--- config.mk ---
export PLATFORM = sky130hd
export DESIGN_NAME = collector_unit
export DESIGN_NICKNAME = d
export VERILOG_FILES = /design/src/common/opcol_cfg_pkg.sv /design/src/common/opcol_instr_pkg.sv /design/src/collector/collector_unit.sv
export SDC_FILE = /design/constraint.sdc
export NUM_CORES = 1
export LEC_CHECK = 0
export ABC_CLOCK_PERIOD_IN_PS = 2300
export BUFFER_PORTS_ARGS = -buffer_cell sky130_fd_sc_hd__buf_2
export CAP_MARGIN = 25
export CORE_AREA = 2 2 114 116
export CTS_CLUSTER_SIZE = 12
export DETAILED_ROUTE_END_ITERATION = 12
export DIE_AREA = 0 0 116 118
export PLACE_DENSITY_LB_ADDON = 0.05
export SYNTH_ARGS = -nofsm -noshare
export SYNTH_HDL_FRONTEND = slang
export SYNTH_SLANG_ARGS = --single-unit
--- constraint.sdc ---
create_clock -name clk -period 2.3 [get_ports clk]
set_clock_uncertainty 0.1 [all_clocks]
set_input_delay 0.23 -clock clk [delete_from_list [all_inputs] [get_ports clk]]
set_output_delay 0.23 -clock clk [all_outputs]
set_load 0.1 [all_outputs]
--- src/common/opcol_cfg_pkg.sv ---
/*
 * Size constants and basic index types for the operand collector.
 * Imported by every RTL module that needs register, warp or bank widths.
 */

package opcol_cfg_pkg;

  ////////////////////////////////////////////////////////////////////////////
  // Sizes
  ////////////////////////////////////////////////////////////////////////////

  // Bank count is tied to register bits 4:3.
  localparam int NUM_BANKS     = 4;
  localparam int BANK_W        = 2;
  localparam int REG_W         = 5;
  localparam int WARP_W        = 3;
  localparam int DATA_W        = 32;
  localparam int TAG_W         = 8;

  // Source operand slots per instruction.
  localparam int NUM_SRC       = 3;

  // Storage of one bank is 8 registers for each of 8 warps.
  localparam int NUM_WARPS     = 1 << WARP_W;
  localparam int REGS_PER_BANK = (1 << REG_W) / NUM_BANKS;

  ////////////////////////////////////////////////////////////////////////////
  // Index and value types
  ////////////////////////////////////////////////////////////////////////////

  typedef logic [REG_W-1:0]  reg_num_t;
  typedef logic [WARP_W-1:0] warp_num_t;
  typedef logic [DATA_W-1:0] data_t;
  typedef logic [TAG_W-1:0]  tag_t;
  typedef logic [BANK_W-1:0] bank_num_t;

  // Bank select from the upper register bits.
  function automatic bank_num_t bank_of(reg_num_t r);
    return r[4:3];
  endfunction

endpackage

--- src/common/opcol_instr_pkg.sv ---
/*
 * Instruction, read request, writeback and dispatch types.
 * Shared by the issue gate, collectors, arbiter, banks and top level.
 */

package opcol_instr_pkg;

  import opcol_cfg_pkg::*;

  ////////////////////////////////////////////////////////////////////////////
  // Opcodes
  ////////////////////////////////////////////////////////////////////////////

  typedef enum logic [2:0] {
    NOP = 3'd0,
    MOV = 3'd1,
    ADD = 3'd2,
    SUB = 3'd3,
    MAD = 3'd4
  } opcode_t;

  // Source slots read by each opcode, slot 0 first.
  function automatic logic [NUM_SRC-1:0] src_needed(opcode_t op);
    case (op)
      MOV:      return 3'b001;
      ADD, SUB: return 3'b011;
      MAD:      return 3'b111;
      default:  return 3'b000;
    endcase
  endfunction

  ////////////////////////////////////////////////////////////////////////////
  // Transfer structs
  ////////////////////////////////////////////////////////////////////////////

  typedef struct packed {
    tag_t                    tag;
    warp_num_t               warp;
    opcode_t                 opcode;
    reg_num_t [NUM_SRC-1:0]  src;
    reg_num_t                dst;
  } instr_t;

  // Also used for the per-bank read port.
  typedef struct packed {
    logic      valid;
    warp_num_t warp;
    reg_num_t  reg_num;
  } rd_req_t;

  typedef struct packed {
    logic      valid;
    warp_num_t warp;
    reg_num_t  reg_num;
    data_t     data;
  } wb_t;

  typedef struct packed {
    tag_t                 tag;
    warp_num_t            warp;
    opcode_t              opcode;
    reg_num_t             dst;
    data_t [NUM_SRC-1:0]  opnd;
  } dispatch_t;

endpackage

--- src/collector/collector_unit.sv ---
/*
 * One operand collector entry. Requests the source registers of its
 * instruction, gathers the read data and holds the instruction until the
 * top level takes it for dispatch.
 */

`timescale 1ns/1ps

module collector_unit
  import opcol_cfg_pkg::*;
  import opcol_instr_pkg::*;
(
  input  logic                        clk,
  input  logic                        rst_n,
  input  logic                        load,
  input  instr_t                      load_instr,
  output rd_req_t [NUM_SRC-1:0]       rd_req,
  input  logic [NUM_SRC-1:0]          grant,
  input  data_t [NUM_SRC-1:0]         rd_data,
  input  logic [NUM_SRC-1:0]          rd_data_valid,
  output logic                        ready,
  input  logic                        dispatch_take,
  output dispatch_t                   dispatch,
  output logic                        free
);

  typedef enum logic [1:0] {
    FREE,
    COLLECT,
    READY
  } state_t;

  state_t               state;
  instr_t               instr_q;
  data_t [NUM_SRC-1:0]  opnd;

  // Per-slot flags for pending request, pending data and captured data.
  logic [NUM_SRC-1:0]   req_pend;
  logic [NUM_SRC-1:0]   wait_data;
  logic [NUM_SRC-1:0]   have;
  logic [NUM_SRC-1:0]   have_next;
  logic [NUM_SRC-1:0]   need_in;

  assign need_in   = src_needed(load_instr.opcode);
  assign have_next = have | (rd_data_valid & wait_data);

  ////////////////////////////////////////////////////////////////////////////
  // Slot tracking and state
  ////////////////////////////////////////////////////////////////////////////

  always_ff @(posedge clk) begin
    if (rst_n) begin
      state     <= FREE;
      req_pend  <= '0;
      wait_data <= '0;
      have      <= '0;
    end else begin
      case (state)
        FREE: begin
          if (load) begin
            req_pend  <= need_in;
            wait_data <= '0;
            // Unused slots count as already present.
            have      <= ~need_in;
            state     <= (need_in == '0) ? READY : COLLECT;
          end
        end
        COLLECT: begin
          req_pend  <= req_pend & ~grant;
          wait_data <= (wait_data & ~rd_data_valid) | (req_pend & grant);
          have      <= have_next;
          if (&have_next) begin
            state <= READY;
          end
        end
        READY: begin
          if (dispatch_take) begin
            state <= FREE;
          end
        end
        default: state <= FREE;
      endcase
    end
  end

  // Instruction and operand values.
  always_ff @(posedge clk) begin
    if (state == FREE && load) begin
      instr_q <= load_instr;
      opnd    <= '0;
    end else begin
      for (int i = 0; i < NUM_SRC; i++) begin
        if (rd_data_valid[i]) begin
          opnd[i] <= rd_data[i];
        end
      end
    end
  end

  ////////////////////////////////////////////////////////////////////////////
  // Outputs
  ////////////////////////////////////////////////////////////////////////////

  always_comb begin
    for (int i = 0; i < NUM_SRC; i++) begin
      rd_req[i].valid   = (state == COLLECT) && req_pend[i];
      rd_req[i].warp    = instr_q.warp;
      rd_req[i].reg_num = instr_q.src[i];
    end
  end

  assign ready = (state == READY);
  assign free  = (state == FREE);

  always_comb begin
    dispatch.tag    = instr_q.tag;
    dispatch.warp   = instr_q.warp;
    dispatch.opcode = instr_q.opcode;
    dispatch.dst    = instr_q.dst;
    dispatch.opnd   = opnd;
  end

  // Data routed from the banks must match a grant from the previous cycle.
  a_data_after_grant: assert property (
    @(posedge clk) disable iff (rst_n)
    (rd_data_valid & ~wait_data) == '0
  ) else $error("read data for a slot with no grant pending");

endmodule

### After elaboration in Yosys (flattened, before gate mapping)

Index checks and enable logic that the tools add are counted.

| word-level totals | value |
|---|---|
| bits in registers | 141 |
| input port bits | 140 |
| output and inout port bits | 144 |
| logic and storage cells | 55 |

| operators by class | value |
|---|---|
| eq/ne operators | 9 |
| multiplexer cells | 12 |
| bitwise operators | 9 |
| reduce and logical (&&, ||, !) cells | 11 |

Operator list:

| cell | number |
|---|---|
| $pmux W3 S2 | 3 |
| $and A3 B3 Y3 | 4 |
| $mux W3 | 3 |
| $not A3 Y3 | 3 |
| $pmux W3 S3 | 1 |
| $mux W2 | 4 |
| $eq A3 B2 Y1 const B | 2 |
| $or A3 B3 Y3 | 2 |
| $pmux W2 S3 | 1 |
| $reduce_and A3 Y1 | 2 |
| $logic_and A1 B1 Y1 | 4 |
| $ne A2 B2 Y1 const B | 2 |
| $eq A3 B1 Y1 const B | 1 |
| $eq A3 B3 Y1 const B | 1 |
| $logic_not A3 Y1 | 1 |
| $eq A2 B1 Y1 const B | 1 |
| $eq A2 B2 Y1 const B | 1 |
| $logic_not A2 Y1 | 1 |
| $ne A2 B1 Y1 const B | 1 |
| $reduce_and A2 Y1 | 1 |
| $reduce_bool A2 Y1 | 1 |
| $reduce_or A2 Y1 | 1 |

### Depth between registers and ports, before layout

Gate-level depths: netlist (run 1).

| depth | value |
|---|---|
| depth in word-level cells | 7 |
| gate-level depth with buffers | 5 |
| gate-level depth less buffers | 3 |

### Worst setup path after synthesis (run 1)

Ideal clock, no wire load.

| timing path | value |
|---|---|
| path type | reg-to-reg |
| start point | register state[1] |
| end point | register state[1] |
| library setup time | 58 ps |
| arrival | 2329 ps |
| required time | 2142 ps |
| setup slack | -187 ps |
| stages on the path, launching flop included | 5 |
| path buffers | 1 |
| period minus slack after synthesis | 2487 ps |
| cell sequence | dfxtp_1 -> buf_2 -> nor2b_1 -> nor3b_1 -> a211o_1 |

| on the way | value |
|---|---|
| word-level cells in the longest chain between the ends | 3 |
| elaborated cells between the ends (all ways) | 8 |
| those cells by class | eq/ne (5); mux (1); reduce/logical (2) |

RTL lines:

| item | RTL line | text |
|---|---|---|
| start, declared | collector_unit.sv:33 | `state_t state;` |
| start signal, assigned | collector_unit.sv:65 | `state <= (need_in == '0) ? READY : COLLECT;` |
| $eq A2 B2 Y1 * | -- |  |
| via ready | collector_unit.sv:21 | `output logic ready,` |
| $ne A2 B1 Y1 (no line) | -- |  |
| $reduce_and A3 Y1 (no line) | -- |  |

Mark *: on every way through the listed nets, which the timed path passes. The rest lies on a longest branch.
A chain may end at the register's enable or synchronous reset.

### Final worst setup path (run 1)

| timing path | value |
|---|---|
| start point | register state[1] |
| end point | output ready |

| on the way | value |
|---|---|
| word-level cells in the longest chain between the ends | 1 |

RTL lines:

| item | RTL line | text |
|---|---|---|
| $eq A2 B2 Y1 | collector_unit.sv:112 | `assign ready = (state == READY);` |
| end, declared | collector_unit.sv:21 |  |

Every way passes these cells.

==> results.rst, run 1 <==
.. list-table::
   :header-rows: 1

   * - Metric
     - Value
   * - Status
     - completed
   * - Fraction of the cycle the final worst path needs
     - 0.895
   * - IR drop worst, VDD
     - 629 uV
   * - Clock latency on the worst-skew pair
     - 410 ps
   * - Pre-Repair DR Iteration Count
     - 4
   * - Number of nets produced by synthesis
     - 571
   * - Setup Total Neg Slack
     - 0 ps
   * - Most common library cell in the layout ignoring fill and taps
     - sky130_fd_sc_hd__buf_2
   * - Post-synthesis sequential element count
     - 141
   * - Launching point of the worst reg2reg path
     - state[1]
   * - Largest net degree at the start of global routing
     - 66
   * - Min-Delay Path Class
     - in -> reg
   * - Slowest stage delay, CP
     - 620 ps
   * - Sequential cell area fraction in the yosys report
     - 0.619
   * - Placed inst area
     - 0.00666 mm2
   * - Max-cap violations
     - 0
   * - Remaining design rule violation count
     - 0
   * - Setup Fix Bufs, Post-CTS
     - 0
   * - Max frequency
     - 486 MHz
   * - Worst slack on hold paths
     - 45.5 ps
   * - Non-filler cells, final
     - 1023
   * - Avg Inst Size Synth
     - 11.9 um2
   * - Number of buffers created by CTS
     - 17
   * - Count of nets after finishing
     - 977
   * - Sinks on the clock net
     - 141
   * - FF-to-FF setup slack
     - 550 ps
   * - Number of DRC markers after the initial detailed-route iteration
     - 270
   * - Leakage
     - 4.20 nW
   * - Number of ports placed on the die boundary
     - 284
   * - Worst-margin pin slew
     - 527 ps
   * - Power per standard cell area
     - 999 mW/mm2
   * - Maximum clock insertion buffer count
     - 2
   * - Yosys warning total
     - 0
   * - Port Buffer Count
     - 283
   * - Critical Path, Cell by Cell
     - nor2b_2 -> buf_2
   * - Final wirelength
     - 15000 um
   * - H-tree lvl count
     - 4
   * - Via count of the first global-routing pass
     - 4705
   * - Unrepaired setup endpoints after global routing
     - false
   * - Drt wl/cell
     - 14.6 um
   * - Worst reg2reg path depth
     - 4
   * - Final hold violation count
     - 0
   * - Total area of multi-input combinational cells
     - 0.00172 mm2
   * - Period minus WS final
     - 2060 ps
   * - Flip-flop cell with the highest count after synthesis
     - sky130_fd_sc_hd__dfxtp_1
   * - Worst Hold Path Cells
     - 2
   * - Critical path required time
     - 1970 ps
   * - Distinct cell type count of the synthesized netlist
     - 33
   * - Reg-to-reg endpoint
     - dispatch[92]
   * - Vias
     - 4657
   * - Critical-path cell with the highest stage delay
     - sky130_fd_sc_hd__dfxtp_1
   * - Smallest setup slack after layout
     - 242 ps
   * - Startpoint of the tightest hold check path
     - rst_n
   * - Filler cells
     - 948
   * - Vert. Die Dim
     - 118 um
   * - Clock tree from TritonCTS
     - done
   * - Core area
     - 0.0124 mm2
   * - Post-detailed-placement half-perimeter wirelength
     - 9180 um
   * - Standard-cell row count
     - 41
   * - Most frequent cells in the layout
     - sky130_fd_sc_hd__buf_2, sky130_fd_sc_hd__dlygate4sd3_1, sky130_fd_sc_hd__dfxtp_1, sky130_fd_sc_hd__mux2i_1, sky130_fd_sc_hd__nor2_1
   * - Signed area change from the synthesized netlist to the final layout
     - 68.4%
   * - Sequential Area
     - 0.00316 mm2
   * - Average via count per standard cell
     - 4.55
   * - Count of mapped cells out of synthesis
     - 431
   * - Proportion of register bits with asynchronous set or reset after synthesis
     - 0
   * - First-pass GRT wire length
     - 22900 um
   * - Initial standard-cell utilization of the core
     - 0.411
   * - Die Area
     - 0.0137 mm2
   * - Pre-CTS worst setup slack
     - 478 ps
   * - Cell Count Post-Placement
     - 857
   * - Critical Path Start Type
     - register
   * - Fin. max-slew vios
     - 0
   * - WS Path Type
     - reg -> out
   * - Initial antenna violation count
     - 0
   * - Gp weighted congestion
     - 0.775
   * - Type of element capturing the critical path
     - primary output
   * - Number of synthesized flops with an enable pin
     - 34
   * - Remaining Overflow, GRT
     - 0
   * - Mapped cell area
     - 0.00511 mm2
   * - Hold-critical path endpoint
     - have[0]
   * - Global-route usage over all layers
     - 0.216
   * - Fraction of layout cells with a size suffix above 1
     - 0.387
   * - Clock root cell
     - sky130_fd_sc_hd__clkbuf_16
   * - Worst-path fanout max
     - 13
   * - Horizontal die dimension
     - 116 um
   * - Total power draw
     - 8.59 mW
   * - Utilization of the core after routing
     - 0.693
   * - Routed Antenna Nets
     - 0
   * - Design area
     - 0.00860 mm2
   * - Worst-path clk slew
     - 60 ps
   * - Worst endpoint data arrival time
     - 1730 ps
   * - Max transition margin
     - 0.649
   * - Count of final setup violators
     - 0
[how the worst max path moves through the flow]
stage                   from    endpoint
finish              state[1]       ready
global route        state[0]   rd_req[8]
CTS                 state[0]   rd_req[8]
detailed placement  state[0]   rd_req[8]
global placement    state[0]  rd_req[26]
floorplan           state[1]        free
[cell usage after synthesis (3+ instances only)]
cell                       count  share of area
sky130_fd_sc_hd__dfxtp_1     107           0.42
sky130_fd_sc_hd__mux2i_1     100           0.20
sky130_fd_sc_hd__nor2_1       99          0.073
sky130_fd_sc_hd__edfxtp_1     34           0.20
sky130_fd_sc_hd__buf_2        22          0.022
sky130_fd_sc_hd__buf_4        11          0.016
sky130_fd_sc_hd__o21ai_0       9         0.0088
sky130_fd_sc_hd__a21oi_1       6         0.0059
sky130_fd_sc_hd__nand3_1       5         0.0049
sky130_fd_sc_hd__and2_1        4         0.0049
sky130_fd_sc_hd__inv_1         4         0.0029
sky130_fd_sc_hd__nand2_1       4         0.0029
sky130_fd_sc_hd__nor2b_1       3         0.0037
[power by group]
group	leakage, nW	total, mW	switching [mW]	internal, mW
registers	1.21	2.93	0.123	2.81
logic	2.71	2.92	2.32	0.596
clock network	0.281	2.74	1.04	1.70
[kinds of logic after synthesis]
group                  synth area share
flip-flops                        0.619
AND/OR/NAND/NOR                   0.104
multiplexers                      0.196
buffers and inverters            0.0458
AO/OA/AOI/OAI                    0.0348
[layer usage]
metal,vias to the layer above,share of wire,track usage
met1,2140,0.37,0.224
met4,0,0.025,0.0960
met2,213,0.52,0.393
met5,-,0,0
met3,30,0.082,0.0654
li1,2274,-,-
[repair_timing]
| action | CTS | global route |
|---|---|---|
| endpoints found under the hold margin | 133 | 0 |
| endpoints found under the setup margin | 0 | 3 |
| resized for setup | 0 | 1 |
| hold buffers | 133 | 0 |
[critical path, delay by kind of cell (launching register included)]
family / cells / cell delay (ps)
DFF: 1 / 620
buffers and inverters: 1 / 440
and+or+nand+nor: 1 / 240
[sequential cells by signal (all words and copies together), names as in the netlist]
name / count
have: 3
dispatch: 115
req_pend: 3
state: 2
rd_req: 15
wait_data: 3
[area by class of cell]
cell class,instances,share of cell area
Tap cell,172,0.0250
Timing Repair Buffer,423,0.335
Inverter,4,0.00175
Clock inverter,15,0.0202
Multi-Input combinational cell,250,0.200
Antenna cell,1,0.000291
Sequential cell,141,0.368
Clock buffer,17,0.0495
No activity file was read; power rests on OpenSTA's default activity.
==> inputs of run 2 (changes only) <==
--- a/config.mk
+++ b/config.mk
@@ -7,11 +7,11 @@
 export LEC_CHECK = 0
 export ABC_CLOCK_PERIOD_IN_PS = 2300
 export BUFFER_PORTS_ARGS = -buffer_cell sky130_fd_sc_hd__buf_2
-export CAP_MARGIN = 25
-export CORE_AREA = 2 2 114 116
+export CAP_MARGIN = 40
+export CORE_AREA = 2 2 131 101
 export CTS_CLUSTER_SIZE = 12
 export DETAILED_ROUTE_END_ITERATION = 12
-export DIE_AREA = 0 0 116 118
+export DIE_AREA = 0 0 133 103
 export PLACE_DENSITY_LB_ADDON = 0.05
 export SYNTH_ARGS = -nofsm -noshare
 export SYNTH_HDL_FRONTEND = slang
==> run 2 against run 1 <==
  * Critical path type unchanged
  * Via count fell by 0.71%
  * Global-route usage fell by 0.44 points
  * Worst setup slack got worse by 43 ps
  * First-iteration DRC count fell by 37%
  * Fmax fell by 2.0%
  * Register-to-register slack improved by 50 ps
  * Flip-flop and latch count did not move
  * Sequential share of layout area barely moved
==> results.rst, run 2 (synthesized netlist as in run 1, its figures left out) <==
.. list-table::
   :header-rows: 1

   * - Metric
     - Value
   * - Status
     - completed
   * - Fin. max-slew vios
     - 0 (unchanged)
   * - Initial standard-cell utilization of the core
     - 0.406 (-0.00500)
   * - Worst setup path startpoint
     - state[0]
   * - Global-route usage over all layers
     - 0.212 (-0.00439)
   * - Number of DRC markers after the initial detailed-route iteration
     - 169 (-37%)
   * - Unrepaired setup endpoints after global routing
     - false
   * - Count of final setup violators
     - 0 (unchanged)
   * - Sinks on the clock net
     - 141 (unchanged)
   * - Drt wl/cell
     - 14.7 um (+0.83%)
   * - Horizontal die dimension
     - 133 um (+15%)
   * - Clock tree from TritonCTS
     - done
   * - Port Buffer Count
     - 283 (unchanged)
   * - Final hold violation count
     - 0 (unchanged)
   * - Signed area change from the synthesized netlist to the final layout
     - 68.3% (about the same)
   * - Number of buffers created by CTS
     - 17 (unchanged)
   * - Vias
     - 4624 (-0.71%)
   * - Most common library cell in the layout ignoring fill and taps
     - sky130_fd_sc_hd__buf_2
   * - H-tree lvl count
     - 4 (unchanged)
   * - Largest net degree at the start of global routing
     - 53 (-20%)
   * - Gp weighted congestion
     - 0.825 (+6.4%)
   * - Clock root cell
     - sky130_fd_sc_hd__clkbuf_16
   * - Core area
     - 0.0126 mm2 (+1.2%)
   * - Critical Path Start Type
     - register
   * - WS Path Type
     - reg -> out
   * - Worst-path clk slew
     - 60 ps (about the same)
   * - Remaining design rule violation count
     - 0 (unchanged)
   * - Remaining Overflow, GRT
     - 0 (unchanged)
   * - Pre-Repair DR Iteration Count
     - 4 (unchanged)
   * - Type of element capturing the critical path
     - primary output
   * - Critical path required time
     - 1970 ps (about the same)
   * - Max FFs per register
     - 115 (unchanged)
   * - Final wirelength
     - 15100 um (+0.73%)
   * - First-pass GRT wire length
     - 22600 um (-1.4%)
   * - Max-cap violations
     - 0 (unchanged)
   * - Count of nets after finishing
     - 978 (+0.10%)
   * - Initial antenna violation count
     - 0 (unchanged)
   * - Worst-path fanout max
     - 13 (unchanged)
   * - Fraction of the cycle the final worst path needs
     - 0.913 (+0.0186)
   * - Standard-cell row count
     - 36 (-12%)
   * - Min-Delay Path Class
     - in -> reg
   * - Max frequency
     - 476 MHz (-2.0%)
   * - Maximum clock insertion buffer count
     - 2 (unchanged)
   * - Via count of the first global-routing pass
     - 4500 (-4.4%)
   * - Launching point of the worst reg2reg path
     - state[1]
   * - Worst Hold Path Cells
     - 3 (+1)
   * - Vert. Die Dim
     - 103 um (-13%)
   * - Clock latency on the worst-skew pair
     - 410 ps (about the same)
   * - Leakage
     - 4.22 nW (+0.36%)
   * - Period minus WS final
     - 2100 ps (+42.8 ps)
   * - Placed inst area
     - 0.00666 mm2 (about the same)
   * - Worst reg2reg path depth
     - 4 (unchanged)
   * - Setup Fix Bufs, Post-CTS
     - 0 (unchanged)
   * - Fraction of layout cells with a size suffix above 1
     - 0.387 (-0.000455)
   * - Post-detailed-placement half-perimeter wirelength
     - 9650 um (+5.2%)
   * - Number of diodes added for antenna fixing
     - 0 (-1)
   * - Pre-CTS worst setup slack
     - 427 ps (-50.8 ps)
   * - Smallest setup slack after layout
     - 199 ps (-42.8 ps)
   * - Setup Total Neg Slack
     - 0 ps (unchanged)
   * - Power per standard cell area
     - 1010 mW/mm2 (+0.84%)
   * - Most frequent cells in the layout
     - sky130_fd_sc_hd__buf_2, sky130_fd_sc_hd__dlygate4sd3_1, sky130_fd_sc_hd__dfxtp_1, sky130_fd_sc_hd__mux2i_1, sky130_fd_sc_hd__nor2_1
   * - Startpoint of the tightest hold check path
     - grant[2]
   * - Worst endpoint data arrival time
     - 1770 ps (+40 ps)
   * - Design area
     - 0.00859 mm2 (about the same)
   * - Max transition margin
     - 0.584 (-0.0646)
   * - Routed Antenna Nets
     - 0 (unchanged)
   * - Average via count per standard cell
     - 4.52 (-0.61%)
   * - Worst-margin pin slew
     - 622 ps (+95.6 ps)
   * - Number of ports placed on the die boundary
     - 284 (unchanged)
   * - Total power draw
     - 8.66 mW (+0.78%)
   * - Die Area
     - 0.0137 mm2 (about the same)
   * - IR drop worst, VDD
     - 505 uV (-20%)
==> run 2: worst max-delay path, stage by stage, from the launching register on <==
cell	delay, ps
sky130_fd_sc_hd__dfxtp_2	520
sky130_fd_sc_hd__nor2b_1	260
sky130_fd_sc_hd__and2_1	160
sky130_fd_sc_hd__buf_2	420
==> run 2: area by class of cell <==
cell class | count | area, um2
Inverter | 4 | 15.0
Sequential cell | 141 | 3160
Multi-Input combinational cell | 250 | 1720
Timing Repair Buffer | 424 | 2870
Fill cell | 963 | 3970
Clock buffer | 21 | 483
Tap cell | 171 | 214
Clock inverter | 11 | 129
==> run 2: stage by stage <==
stage / util / hold slack (ps) / instances
final: 0.684 / 39.4 / 1022
after global routing: 0.684 / 30.2 / 1022
after CTS: 0.684 / 25.2 / 1022
after detailed placement: 0.530 / 308 / 858
after global placement: 0.530 / 307 / 858
after floorplan: - / 229 / 431
==> run 2: final timing paths <==
check                               endpoint  slack (ps)
worst min register to register       have[0]         380
worst max-delay path               rd_req[8]         200
worst min-delay path            wait_data[2]          40
worst max register to register       have[1]         600
==> run 2: repair_timing <==
action,CTS,global route
resized for setup,1,0
hold buffers,132,0
setup endpoints to repair,2,0
hold endpoints to repair,132,0
==> run 2: power by group <==
part / internal, mW / total, mW / leakage (nW) / switching, mW
Sequential: 2.81 / 2.94 / 1.21 / 0.131
Combinational: 0.600 / 2.92 / 2.71 / 2.33
Clock: 1.74 / 2.79 / 0.291 / 1.05
==> run 2: layer usage <==
metal,global-route usage,vias up,wire length (um)
li1,-,2288,-
met1,0.248,2151,6320
met2,0.371,172,7610
met3,0.0624,13,984
met4,0.0844,0,162
met5,0,-,0
