`config.mk`:
```
export PLATFORM = sky130hd
export DESIGN_NAME = opcol_issue_gate
export DESIGN_NICKNAME = d
export VERILOG_FILES = /design/src/common/opcol_cfg_pkg.sv /design/src/common/opcol_instr_pkg.sv /design/src/rtl/opcol_issue_gate.sv
export SDC_FILE = /design/constraint.sdc
export NUM_CORES = 1
export LEC_CHECK = 0
export ABC_CLOCK_PERIOD_IN_PS = 800
export BUFFER_PORTS_ARGS = -buffer_cell sky130_fd_sc_hd__buf_2
export CAP_MARGIN = 5
export CORE_UTILIZATION = 23
export CTS_CLUSTER_DIAMETER = 50
export DETAILED_ROUTE_END_ITERATION = 6
export PLACE_DENSITY = 0.7
export SLEW_MARGIN = 20
export SYNTH_ARGS = -nofsm -noshare
export SYNTH_HDL_FRONTEND = slang
export SYNTH_SLANG_ARGS = --single-unit
```
`constraint.sdc`:
```
create_clock -name clk -period 0.8 [get_ports clk]
set_input_delay 0.04 -clock clk [delete_from_list [all_inputs] [get_ports clk]]
set_output_delay 0.04 -clock clk [all_outputs]
set_load 0.05 [all_outputs]
```
`src/common/opcol_cfg_pkg.sv`:
```
/*
 * Size constants and basic index types for the operand collector.
 * Imported by every RTL module that needs register, warp or bank widths.
 */

package opcol_cfg_pkg;

  ////////////////////////////////////////////////////////////////////////////
  // Sizes
  ////////////////////////////////////////////////////////////////////////////

  // Bank count is tied to register bits 4:3.
  localparam int NUM_BANKS     = 4;
  localparam int BANK_W        = 2;
  localparam int REG_W         = 5;
  localparam int WARP_W        = 3;
  localparam int DATA_W        = 32;
  localparam int TAG_W         = 8;

  // Source operand slots per instruction.
  localparam int NUM_SRC       = 3;

  // Storage of one bank is 8 registers for each of 8 warps.
  localparam int NUM_WARPS     = 1 << WARP_W;
  localparam int REGS_PER_BANK = (1 << REG_W) / NUM_BANKS;

  ////////////////////////////////////////////////////////////////////////////
  // Index and value types
  ////////////////////////////////////////////////////////////////////////////

  typedef logic [REG_W-1:0]  reg_num_t;
  typedef logic [WARP_W-1:0] warp_num_t;
  typedef logic [DATA_W-1:0] data_t;
  typedef logic [TAG_W-1:0]  tag_t;
  typedef logic [BANK_W-1:0] bank_num_t;

  // Bank select from the upper register bits.
  function automatic bank_num_t bank_of(reg_num_t r);
    return r[4:3];
  endfunction

endpackage

```
`src/common/opcol_instr_pkg.sv`:
```
/*
 * Instruction, read request, writeback and dispatch types.
 * Shared by the issue gate, collectors, arbiter, banks and top level.
 */

package opcol_instr_pkg;

  import opcol_cfg_pkg::*;

  ////////////////////////////////////////////////////////////////////////////
  // Opcodes
  ////////////////////////////////////////////////////////////////////////////

  typedef enum logic [2:0] {
    NOP = 3'd0,
    MOV = 3'd1,
    ADD = 3'd2,
    SUB = 3'd3,
    MAD = 3'd4
  } opcode_t;

  // Source slots read by each opcode, slot 0 first.
  function automatic logic [NUM_SRC-1:0] src_needed(opcode_t op);
    case (op)
      MOV:      return 3'b001;
      ADD, SUB: return 3'b011;
      MAD:      return 3'b111;
      default:  return 3'b000;
    endcase
  endfunction

  ////////////////////////////////////////////////////////////////////////////
  // Transfer structs
  ////////////////////////////////////////////////////////////////////////////

  typedef struct packed {
    tag_t                    tag;
    warp_num_t               warp;
    opcode_t                 opcode;
    reg_num_t [NUM_SRC-1:0]  src;
    reg_num_t                dst;
  } instr_t;

  // Also used for the per-bank read port.
  typedef struct packed {
    logic      valid;
    warp_num_t warp;
    reg_num_t  reg_num;
  } rd_req_t;

  typedef struct packed {
    logic      valid;
    warp_num_t warp;
    reg_num_t  reg_num;
    data_t     data;
  } wb_t;

  typedef struct packed {
    tag_t                 tag;
    warp_num_t            warp;
    opcode_t              opcode;
    reg_num_t             dst;
    data_t [NUM_SRC-1:0]  opnd;
  } dispatch_t;

endpackage

```
`src/rtl/opcol_issue_gate.sv`:
```
/*
 * Issue gate. Loads each issued instruction into the lowest free collector
 * and returns an issue credit whenever a collector becomes free again.
 */

`timescale 1ns/1ps

module opcol_issue_gate
  import opcol_cfg_pkg::*;
  import opcol_instr_pkg::*;
#(
  parameter int NUM_COLLECTORS = 4
) (
  input  logic                      clk,
  input  logic                      rst_n,
  input  logic                      issue_valid,
  input  instr_t                    issue_instr,
  input  logic [NUM_COLLECTORS-1:0] collector_free,
  output logic [NUM_COLLECTORS-1:0] load,
  output instr_t                    load_instr,
  output logic                      issue_credit
);

  // Free mask seen last cycle.
  logic [NUM_COLLECTORS-1:0] free_q;
  logic                      found;

  ////////////////////////////////////////////////////////////////////////////
  // Collector selection
  ////////////////////////////////////////////////////////////////////////////

  always_comb begin
    load  = '0;
    found = 1'b0;
    if (issue_valid) begin
      for (int c = 0; c < NUM_COLLECTORS; c++) begin
        if (!found && collector_free[c]) begin
          load[c] = 1'b1;
          found   = 1'b1;
        end
      end
    end
  end

  assign load_instr = issue_instr;

  ////////////////////////////////////////////////////////////////////////////
  // Credit return
  ////////////////////////////////////////////////////////////////////////////

  // A collector that just went free hands one credit back.
  // Loading makes the bit fall, which returns nothing.
  always_ff @(posedge clk) begin
    if (rst_n) begin
      free_q <= '1;
    end else begin
      free_q <= collector_free;
    end
  end

  assign issue_credit = |(collector_free & ~free_q);

  // The issuer only sends while it holds a credit, so a slot must be open.
  a_issue_has_slot: assert property (
    @(posedge clk) disable iff (rst_n)
    issue_valid |-> (collector_free != '0)
  ) else $error("issue arrived with no free collector");

endmodule

```
==> Yosys cells after proc, flatten, opt, wreduce, memory -nomap -nowiden <==
Index checks and enable logic that the tools add are counted.
Widths: inputs -> output; s select.
{ "word_totals": {"latchBits": 0, "ramBits": 0, "regBits": 4, "n_memories": 0, "elab_cells": 20, "mem_bits_ro": 0, "input_bits": 41} }
{ "classes": {"n_reduce_logical": 7, "n_div": 0, "mul": 0, "n_shift": 0, "order_cmp": 0, "n_addsub": 0, "bitwise": 2, "n_mux": 10, "eq_ne": 0} }
{ "op_table": {"columns": ["cell", "count"], "rows": [
  ["$mux 1", 9],
  ["$and 4x4->4", 1],
  ["$mux 4", 1],
  ["$not 4->4", 1],
  ["$reduce_or 4->1", 1],
  ["$logic_and 1x1->1", 3],
  ["$logic_not 1->1", 3]
]} }

==> Longest topological paths before layout <==
Gate-level depths: netlist of the first run.
{ "depth": {"word_depth": 14, "mapped_depth": 2, "ltp_nobuf": 2} }

==> Least setup slack after synthesis of the first run <==
OpenSTA, ideal clock, no wires.
{ "synth_path": {"path_type": "reg2out", "start": "reg free_q[3]", "end": "out issue_credit", "setup_slack_ps": -342, "n_path_buf": 0, "arrival_ps": 1102, "path_stages_with_launch": 2, "path_cell_list": "dfxtp_1 o2111ai_1"} }
{ "synth_between": {"elab_chain_cells": 3} }
{ "synth_lines": {"columns": ["element", "line", "text"], "rows": [
  ["start: declaration", "opcol_issue_gate.sv:25", "logic [NUM_COLLECTORS-1:0] free_q;"],
  ["start signal: assignment", "opcol_issue_gate.sv:57", "free_q <= collector_free;"],
  ["$not 4->4", "opcol_issue_gate.sv:61", "assign issue_credit = |(collector_free & ~free_q);"],
  ["$and 4x4->4", "opcol_issue_gate.sv:61", null],
  ["$reduce_or 4->1", "opcol_issue_gate.sv:61", null],
  ["end: declaration", "opcol_issue_gate.sv:21", "output logic issue_credit"]
]} }
No other way between the ends.

==> Final worst setup path of the first run <==
{ "layout_path": {"start": "reg free_q[2]", "end": "out issue_credit"} }
Same word-level chain as after synthesis.

==> impl_metrics.py, run 1 <==
metrics = {
    "run_status": {
        "status": "finished with violations",
        "violations": "negative setup slack",
    },
    "clock_tree": {
        "htreeDepth": 1,
        "post_cts_buffers": 0,
        "cts_buffer_depth": 2,
        "clock-root-buffer": "clkbuf_4",
        "cts_tree": "built",
        "clkTransAtPathRegs_ns": 0.04,
        "cts.sink_count": 4,
        "numCtsBuffers": 3,
    },
    "min_path": {
        "worstHoldPathType": "in2reg",
        "holdPathStages": 2,
    },
    "yosys": {
        "async_reset_ff_share_pct": 0,
        "synthTopCellsByCount": "buf_4, dfxtp_1, nand2b_1, or2_1, inv_1",
        "synth_cell_types": 12,
        "yosysTopAreaCell": "buf_4",
        "synth.avg_cell_area_sq_um": 8.40,
        "synth_top_area_share_pct": 57.3,
        "syn_inst": 53,
        "ys.warnings.count": 0,
        "synth_edf_count": 0,
        "ys.flop_type": "dfxtp_1",
        "yosys.cell_count.top_type": "buf_4",
        "synthTopCellsByArea": "buf_4, dfxtp_1, nand2b_1",
        "syn_nets": 94,
        "ys_ff_latch": 4,
        "synth-seq-area-share_pct": 18.0,
        "syn_area_sq_um": 445,
    },
    "setup_path": {
        "endpoint": "issue_credit",
        "cp-start-kind": "register",
        "path_class": "reg2out",
        "crit_path_max_fanout": 1,
        "critPathArrivalTime_ns": 0.94,
        "worstPathRequired_ns": 0.76,
        "crit_start": "free_q[2]",
        "crit_path_end_kind": "output port",
    },
    "power": {
        "combPwrFrac_pct": 25.6,
        "p_switching_mw": 0.173,
        "p_clk_share_pct": 39.5,
        "p_per_area_mw_per_mm2": 1650,
        "p_leak_nw": 0.179,
        "finalPower_mw": 0.618,
        "intPower_mw": 0.445,
        "ir_drop_uv": 442,
        "p_sw_share_pct": 28.0,
        "p_seq_share_pct": 34.8,
    },
    "finish": {
        "diodes": 0,
        "final_nets": 77,
        "largest-register": "free_q",
        "largest_register_ffs": 4,
        "area_delta_synth_final_pct": -15.7,
        "nFillCells": 206,
        "final_layout_size_suffix_gt1_share_pct": 73.5,
        "top_regs": "free_q: 4 flops",
    },
    "placed_design": {
        "gp_congestion": 0.608,
        "io_buffers": 11,
    },
    "sta": {
        "drv_slew": 0,
        "hold_viol": 0,
        "hold_ws_ns": 0.0284,
        "setup_ws_ns": -0.176,
        "min_period_ns": 0.976,
        "slew-limit-headroom_pct": 83.4,
        "fmax_mhz": 1030,
        "worstMarginPinSlew_ns": 0.251,
        "rsz0062_at_grt": "true",
        "period_share_pct": 122,
        "setup_tns_ns": -0.176,
        "finalSetupViolations": 1,
    },
    "route": {
        "routed_wl_um": 597,
        "vias_per_cell": 3.41,
        "drc": 0,
        "ant_nets": 0,
        "vias": 201,
        "wl_per_cell_um": 10.1,
        "dr.pass1.iters": 2,
        "drt_iter0_drc": 1,
    },
    "grt": {
        "grt_max_degree": 6,
        "grt_overflow": 0,
        "first_global_vias": 208,
        "grt_first_pass_wirelength_um": 862,
        "antenna_found_initial": 0,
        "track_usage_pct": 6.63,
    },
    "floorplan": {
        "die_h_um": 46.0,
        "num_rows": 15,
        "core_sq_mm": 0.00176,
        "fp.dieW_um": 46.0,
        "io_pins": 80,
        "start_util_pct": 25.2,
        "die-area_sq_mm": 0.00212,
    },
    "flow_run": {
        "drv_cap": 0,
    },
}
-- worst max-delay path: stages (launching register included) --
cell and delay, ns:
dfxtp_1 0.30, nand2b_4 0.12, o2111ai_4 0.12, buf_6 0.17
-- power by group through the flow --
| stage | clock, mW | combinational, mW | sequential (mW) |
|---|---|---|---|
| after global routing | 0.264 | 0.168 | 0.216 |
| after detailed placement | 0 | 0.132 | 0.217 |
| final | 0.244 | 0.158 | 0.215 |
| after global placement | 0 | 0.128 | 0.217 |
| after CTS | 0.261 | 0.141 | 0.214 |
| after floorplan | 0 | 0.543 | 0.216 |
-- repair_timing --
| action | in CTS | in global routing |
|---|---|---|
| hold buffers | 0 | 0 |
| resized for setup | 3 | 5 |
| pin swaps | 0 | 0 |
| endpoints found under the setup margin | 2 | 2 |
| hold endpoints to repair | 0 | 0 |
-- cell usage in the layout, fill, tap and decap left out --
master,instances
nor4_4,1
o2111ai_4,1
nand2b_4,4
buf_2,8
or2_2,1
nor3b_4,1
or2_1,3
buf_4,2
inv_1,2
dfxtp_1,4
and2_2,1
clkbuf_4,4
nor2_2,1
buf_6,1
-- logic make-up (layout without fill, tap and decap cells) --
kind of cell	after synthesis	count (layout)	share of synthesized area (%)
flip-flops	4	4	18.0
AO/OA/AOI/OAI	1	1	1.97
AND/OR/NAND/NOR	12	12	21.1
buffers and inverters	36	17	59.0
-- worst min path at each step --
stage	endpoint	slack, ns	startpoint
2_1_floorplan	free_q[0]	0.14	rst_n
3_3_place_gp	load_instr[10]	0.08	issue_instr[10]
3_5_place_dp	load_instr[10]	0.08	issue_instr[10]
4_1_cts	free_q[3]	0.02	collector_free[3]
5_1_grt	free_q[3]	0.03	collector_free[3]
6_report	free_q[3]	0.03	collector_free[3]
-- through the flow --
stage / cells / instance area (sq um) / setup slack (ns) / utilization [%]
after floorplan: 53 / 469 / -0.0329 / -
after global placement: 56 / 308 / -0.00891 / 17.4
after detailed placement: 56 / 308 / -0.0219 / 17.4
after CTS: 59 / 339 / -0.183 / 19.2
after global routing: 59 / 375 / -0.224 / 21.3
final: 59 / 375 / -0.176 / 21.3
-- per-layer routing --
metal | vias to the layer above | wire [um] | track usage [%]
met2 | 17 | 240 | 7.04
met3 | 2 | 112 | 5.16
li1 | 92 | - | -
met4 | 0 | 6 | 10.0
met1 | 90 | 237 | 6.37
met5 | - | 0 | 0
-- layout make-up --
class | count | area (sq um) | share of cell area, %
Timing Repair Buffer | 12 | 73.8 | 19.7
Clock buffer | 3 | 22.5 | 6.00
Tap cell | 25 | 31.3 | 8.33
Sequential cell | 4 | 80.1 | 21.3
Inverter | 2 | 7.51 | 2.00
Multi-Input combinational cell | 13 | 160 | 42.7
Power figures use the tool's default switching activity.
==> inputs of run 2 (changes only) <==
==> constraint.sdc (replaced) <==
create_clock -name clk -period 0.8 [get_ports clk]
set_input_delay 0.04 -clock clk [delete_from_list [all_inputs] [get_ports clk]]
set_output_delay 0.04 -clock clk [all_outputs]
set_load 0.02 [all_outputs]
==> run 2 against run 1 <==
  * The run still ends with negative setup slack left
  * Combinational power is 35% lower
  * Critical path depth did not move
  * Non-clock buffer count shrank 1
  * Worst setup slack better by 0.022 ns
  * Die area is the same
  * Count of clock-buffer cells in the layout unchanged
  * Critical path type unchanged
  * Critical endpoint unchanged
==> impl_metrics.py, run 2 (synthesis gave the netlist of run 1 again) <==
metrics = {
    "finish": {
        "area_delta_synth_final_pct": -26.7,
        "mostFrequentLayoutCells": "buf_2, dfxtp_1, nand2b_4, or2_1, clkbuf_4",
        "diodes": 0,
        "final_nets": 76,
        "final_layout_size_suffix_gt1_share_pct": 66.7,
        "top_regs": "free_q: 4 flops",
        "largest_register_ffs": 4,
        "final_common_cell": "buf_2",
        "fin_area_sq_um": 327,
        "largest-register": "free_q",
        "final_cells": 58,
    },
    "setup_path": {
        "crit_path_max_fanout": 1,
        "cp-start-kind": "register",
        "critPathArrivalTime_ns": 0.91,
        "path_class": "reg2out",
        "worstPathRequired_ns": 0.76,
        "crit_path_end_kind": "output port",
    },
    "sta": {
        "finalSetupViolations": 1,
        "min_period_ns": 0.954,
        "rsz0062_at_grt": "true",
        "slew-limit-headroom_pct": 88.1,
        "fmax_mhz": 1050,
        "worstMarginPinSlew_ns": 0.177,
        "hold_ws_ns": 0.0214,
        "period_share_pct": 119,
        "drv_slew": 0,
        "hold_viol": 0,
        "setup_ws_ns": -0.154,
    },
    "clock_tree": {
        "clock-root-buffer": "clkbuf_4",
        "clkTransAtPathRegs_ns": 0.03,
        "numCtsBuffers": 3,
        "post_cts_buffers": 0,
        "cts_buffer_depth": 2,
        "cts_tree": "built",
        "cts.sink_count": 4,
        "htreeDepth": 1,
    },
    "placed_design": {
        "gp_congestion": 0.654,
        "pre_cts_ws_ns": 0.0563,
        "placed_cells": 55,
        "io_buffers": 11,
        "placed_area_sq_um": 277,
    },
    "power": {
        "p_sw_share_pct": 22.8,
        "p_clk_share_pct": 43.3,
        "ir_drop_uv": 326,
        "p_switching_mw": 0.127,
        "intPower_mw": 0.430,
        "finalPower_mw": 0.558,
        "p_per_area_mw_per_mm2": 1710,
        "p_leak_nw": 0.160,
        "combPwrFrac_pct": 18.3,
        "p_seq_share_pct": 38.4,
    },
    "floorplan": {
        "fp.dieW_um": 46.0,
        "io_pins": 80,
        "num_rows": 15,
        "core_sq_mm": 0.00176,
        "start_util_pct": 25.2,
        "die-area_sq_mm": 0.00212,
        "die_h_um": 46.0,
    },
    "min_path": {
        "worstHoldPathType": "in2reg",
    },
    "route": {
        "vias": 208,
        "vias_per_cell": 3.59,
        "wl_per_cell_um": 9.40,
        "ant_nets": 0,
        "routed_wl_um": 545,
        "drc": 0,
        "drt_iter0_drc": 0,
        "dr.pass1.iters": 1,
    },
    "run_status": {
        "status": "finished with violations",
        "violations": "negative setup slack",
    },
    "grt": {
        "grt_first_pass_wirelength_um": 690,
        "antenna_found_initial": 0,
        "first_global_vias": 176,
        "track_usage_pct": 5.82,
        "grt_max_degree": 6,
        "grt_overflow": 0,
    },
    "flow_run": {
        "drv_cap": 0,
    },
}
run 2: layout make-up:
| class | count | area, sq um |
|---|---|---|
| clock buffer | 3 | 22.5 |
| fill | 216 | 1440 |
| inverter | 2 | 7.51 |
| multi-input combinational | 13 | 124 |
| sequential | 4 | 80.1 |
| tap | 25 | 31.3 |
| timing repair buffer | 11 | 61.3 |
run 2: path summary, 6_finish.rpt:
check / startpoint / end / depth (start not counted) / slack [ns]
min: collector_free[3] / free_q[3] / 2 / 0.02
max: free_q[2] / issue_credit / 3 / -0.15
run 2: routing by layer:
layer,global-route usage (%),share of wire [%],vias up
met5,0,0,-
met4,14.1,5.9,0
met3,2.78,18,8
met2,6.20,39,20
met1,4.47,37,90
li1,-,-,90
run 2: what timing repair did:
| item | in CTS | in global routing |
|---|---|---|
| hold buffers | 0 | 0 |
| hold endpoints to repair | 0 | 0 |
| gates resized for setup | 2 | 3 |
| pin swaps | 1 | 1 |
| setup endpoints to repair | 1 | 1 |
run 2: critical path: stages, from the launching register on:
cell	delay (ns)
dfxtp_1	0.30
nand2b_4	0.11
o2111ai_2	0.12
buf_6	0.15
run 2: metrics by stage:
stage          utilization [%]  setup TNS, ns
6_report                  18.5         -0.154
5_1_grt                   18.5         -0.191
4_1_cts                   17.7         -0.180
3_5_place_dp              15.7              0
3_3_place_gp              15.7              0
2_1_floorplan                -              0
run 2: power by group through the flow:
stage          Combinational [mW]  Clock, mW  Sequential [mW]
2_1_floorplan               0.295          0            0.216
6_report                    0.102      0.241            0.214
3_3_place_gp               0.0845          0            0.216
3_5_place_dp               0.0865          0            0.216
4_1_cts                    0.0937      0.258            0.214
5_1_grt                     0.112      0.261            0.215
==> inputs of run 3 (changes only) <==
--- a/config.mk
+++ b/config.mk
@@ -6,7 +6,7 @@
 export NUM_CORES = 1
 export LEC_CHECK = 0
 export ABC_CLOCK_PERIOD_IN_PS = 800
-export BUFFER_PORTS_ARGS = -buffer_cell sky130_fd_sc_hd__buf_2
+export BUFFER_PORTS_ARGS = -buffer_cell sky130_fd_sc_hd__buf_4
 export CAP_MARGIN = 5
 export CORE_UTILIZATION = 23
 export CTS_CLUSTER_DIAMETER = 50
==> run 3 against run 2 <==
  * The run still ends with negative setup slack left
  * Critical endpoint unchanged
  * Via count increased by 2.4%
  * Global-route usage increased by 0.80 points
  * Largest power group unchanged
  * Maximum frequency increased by 0.75%
  * Highest routed layer unchanged
==> impl_metrics.py, run 3 (synthesis gave the netlist of run 1 again) <==
metrics = {
    "floorplan": {
        "die-area_sq_mm": 0.00212,
        "num_rows": 15,
        "core_sq_mm": 0.00176,
        "io_pins": 80,
        "start_util_pct": 25.2,
        "die_h_um": 46.0,
        "fp.dieW_um": 46.0,
    },
    "setup_path": {
        "path_cells": "nand2b_4, o2111ai_4, buf_6",
        "cp-start-kind": "register",
        "worstPathRequired_ns": 0.76,
        "max_stage_delay_ns": 0.30,
        "crit_path_max_fanout": 1,
        "crit_path_end_kind": "output port",
        "path_class": "reg2out",
        "critPathArrivalTime_ns": 0.91,
        "slowest_stage": "dfxtp_1",
    },
    "placed_design": {
        "gp_congestion": 0.661,
        "io_buffers": 11,
        "placed_area_sq_um": 304,
        "placed_cells": 55,
        "pre_cts_ws_ns": 0.0701,
    },
    "route": {
        "routed_wl_um": 568,
        "vias_per_cell": 3.67,
        "drt_iter0_drc": 0,
        "vias": 213,
        "ant_nets": 0,
        "drc": 0,
        "wl_per_cell_um": 9.79,
        "dr.pass1.iters": 1,
    },
    "sta": {
        "setup_ws_ns": -0.147,
        "worstMarginPinSlew_ns": 0.186,
        "fmax_mhz": 1060,
        "rsz0062_at_grt": "true",
        "period_share_pct": 118,
        "drv_slew": 0,
        "slew-limit-headroom_pct": 87.5,
        "hold_viol": 0,
        "min_period_ns": 0.947,
        "finalSetupViolations": 1,
    },
    "grt": {
        "track_usage_pct": 6.62,
        "antenna_found_initial": 0,
        "grt_overflow": 0,
        "grt_max_degree": 6,
        "first_global_vias": 184,
        "grt_first_pass_wirelength_um": 745,
    },
    "finish": {
        "top_regs": "free_q: 4 flops",
        "area_delta_synth_final_pct": -16.9,
        "largest-register": "free_q",
        "mostFrequentLayoutCells": "buf_4, nand2b_4, dfxtp_1, or2_1, clkbuf_4",
        "largest_register_ffs": 4,
        "final_nets": 76,
        "final_common_cell": "buf_4",
        "fin_util_pct": 21.0,
        "diodes": 0,
        "fin_area_sq_um": 370,
        "final_cells": 58,
        "regArea_sq_um": 80.1,
        "nFillCells": 213,
        "final_layout_size_suffix_gt1_share_pct": 69.7,
        "multi_input_area_sq_um": 143,
    },
    "power": {
        "p_per_area_mw_per_mm2": 1570,
        "ir_drop_uv": 462,
        "p_leak_nw": 0.174,
    },
    "clock_tree": {
        "numCtsBuffers": 3,
        "clock-root-buffer": "clkbuf_4",
        "clkTransAtPathRegs_ns": 0.04,
        "cts_tree": "built",
        "post_cts_buffers": 0,
        "cts_buffer_depth": 2,
        "htreeDepth": 1,
        "cts_hold_buffers": 0,
        "cts.sink_count": 4,
    },
    "run_status": {
        "status": "finished with violations",
        "violations": "negative setup slack",
    },
    "min_path": {
        "worstHoldPathType": "in2reg",
    },
    "flow_run": {
        "drv_cap": 0,
    },
}
run 3: changes by cell type in the layout (fill, tap and decap cells not counted):
cell | previous run | this run
o2111ai_2 | 1 | 0
buf_4 | 0 | 10
nand2b_1 | 1 | 0
buf_2 | 10 | 0
o2111ai_4 | 0 | 1
nand2b_4 | 3 | 4
run 3: timing repair:
action	CTS	global route
pin swaps	0	1
resized for setup	1	5
endpoints found under the setup margin	1	1
run 3: per-stage QoR:
stage | TNS (ns) | power, mW | hold slack, ns
after floorplan | 0 | 0.510 | 0.131
after global placement | 0 | 0.316 | 0.0801
after detailed placement | 0 | 0.318 | 0.0801
after CTS | -0.177 | 0.577 | 0.00109
after global routing | -0.188 | 0.625 | 0.00323
final | -0.147 | 0.583 | 0.00759
run 3: where the power goes:
part	total (mW)	switching, mW	internal (mW)	leakage, nW
Combinational	0.126	0.0553	0.0709	0.127
Sequential	0.215	0.00381	0.211	0.0334
Clock	0.242	0.0743	0.167	0.0138
run 3: worst max-delay path: cells and delay by family (launching register included):
family                 cells  cell delay, ns
and+or+nand+nor            1            0.12
DFF                        1            0.30
AOI/OAI and AO/OA          1            0.12
buffers and inverters      1            0.15
run 3: layer usage:
layer | track usage [%] | wire, um | vias to the layer above
li1 | - | - | 92
met1 | 4.46 | 190 | 95
met2 | 6.48 | 212 | 18
met3 | 5.16 | 117 | 8
met4 | 15.9 | 48 | 0
met5 | 0 | 0 | -
run 3: cell type report:
cell class	instances	share of cell area [%]
clock buffers	3	6.08
inverters	2	2.03
multi-input cells	13	38.5
flip-flops and latches	4	21.6
well taps	25	8.45
repair buffers	11	23.3
run 3: path summary, 6_finish.rpt:
check  startpoint           end  slack, ns  cells after the start
max     free_q[2]  issue_credit      -0.15                      3
min         rst_n     free_q[0]      0.008                      2
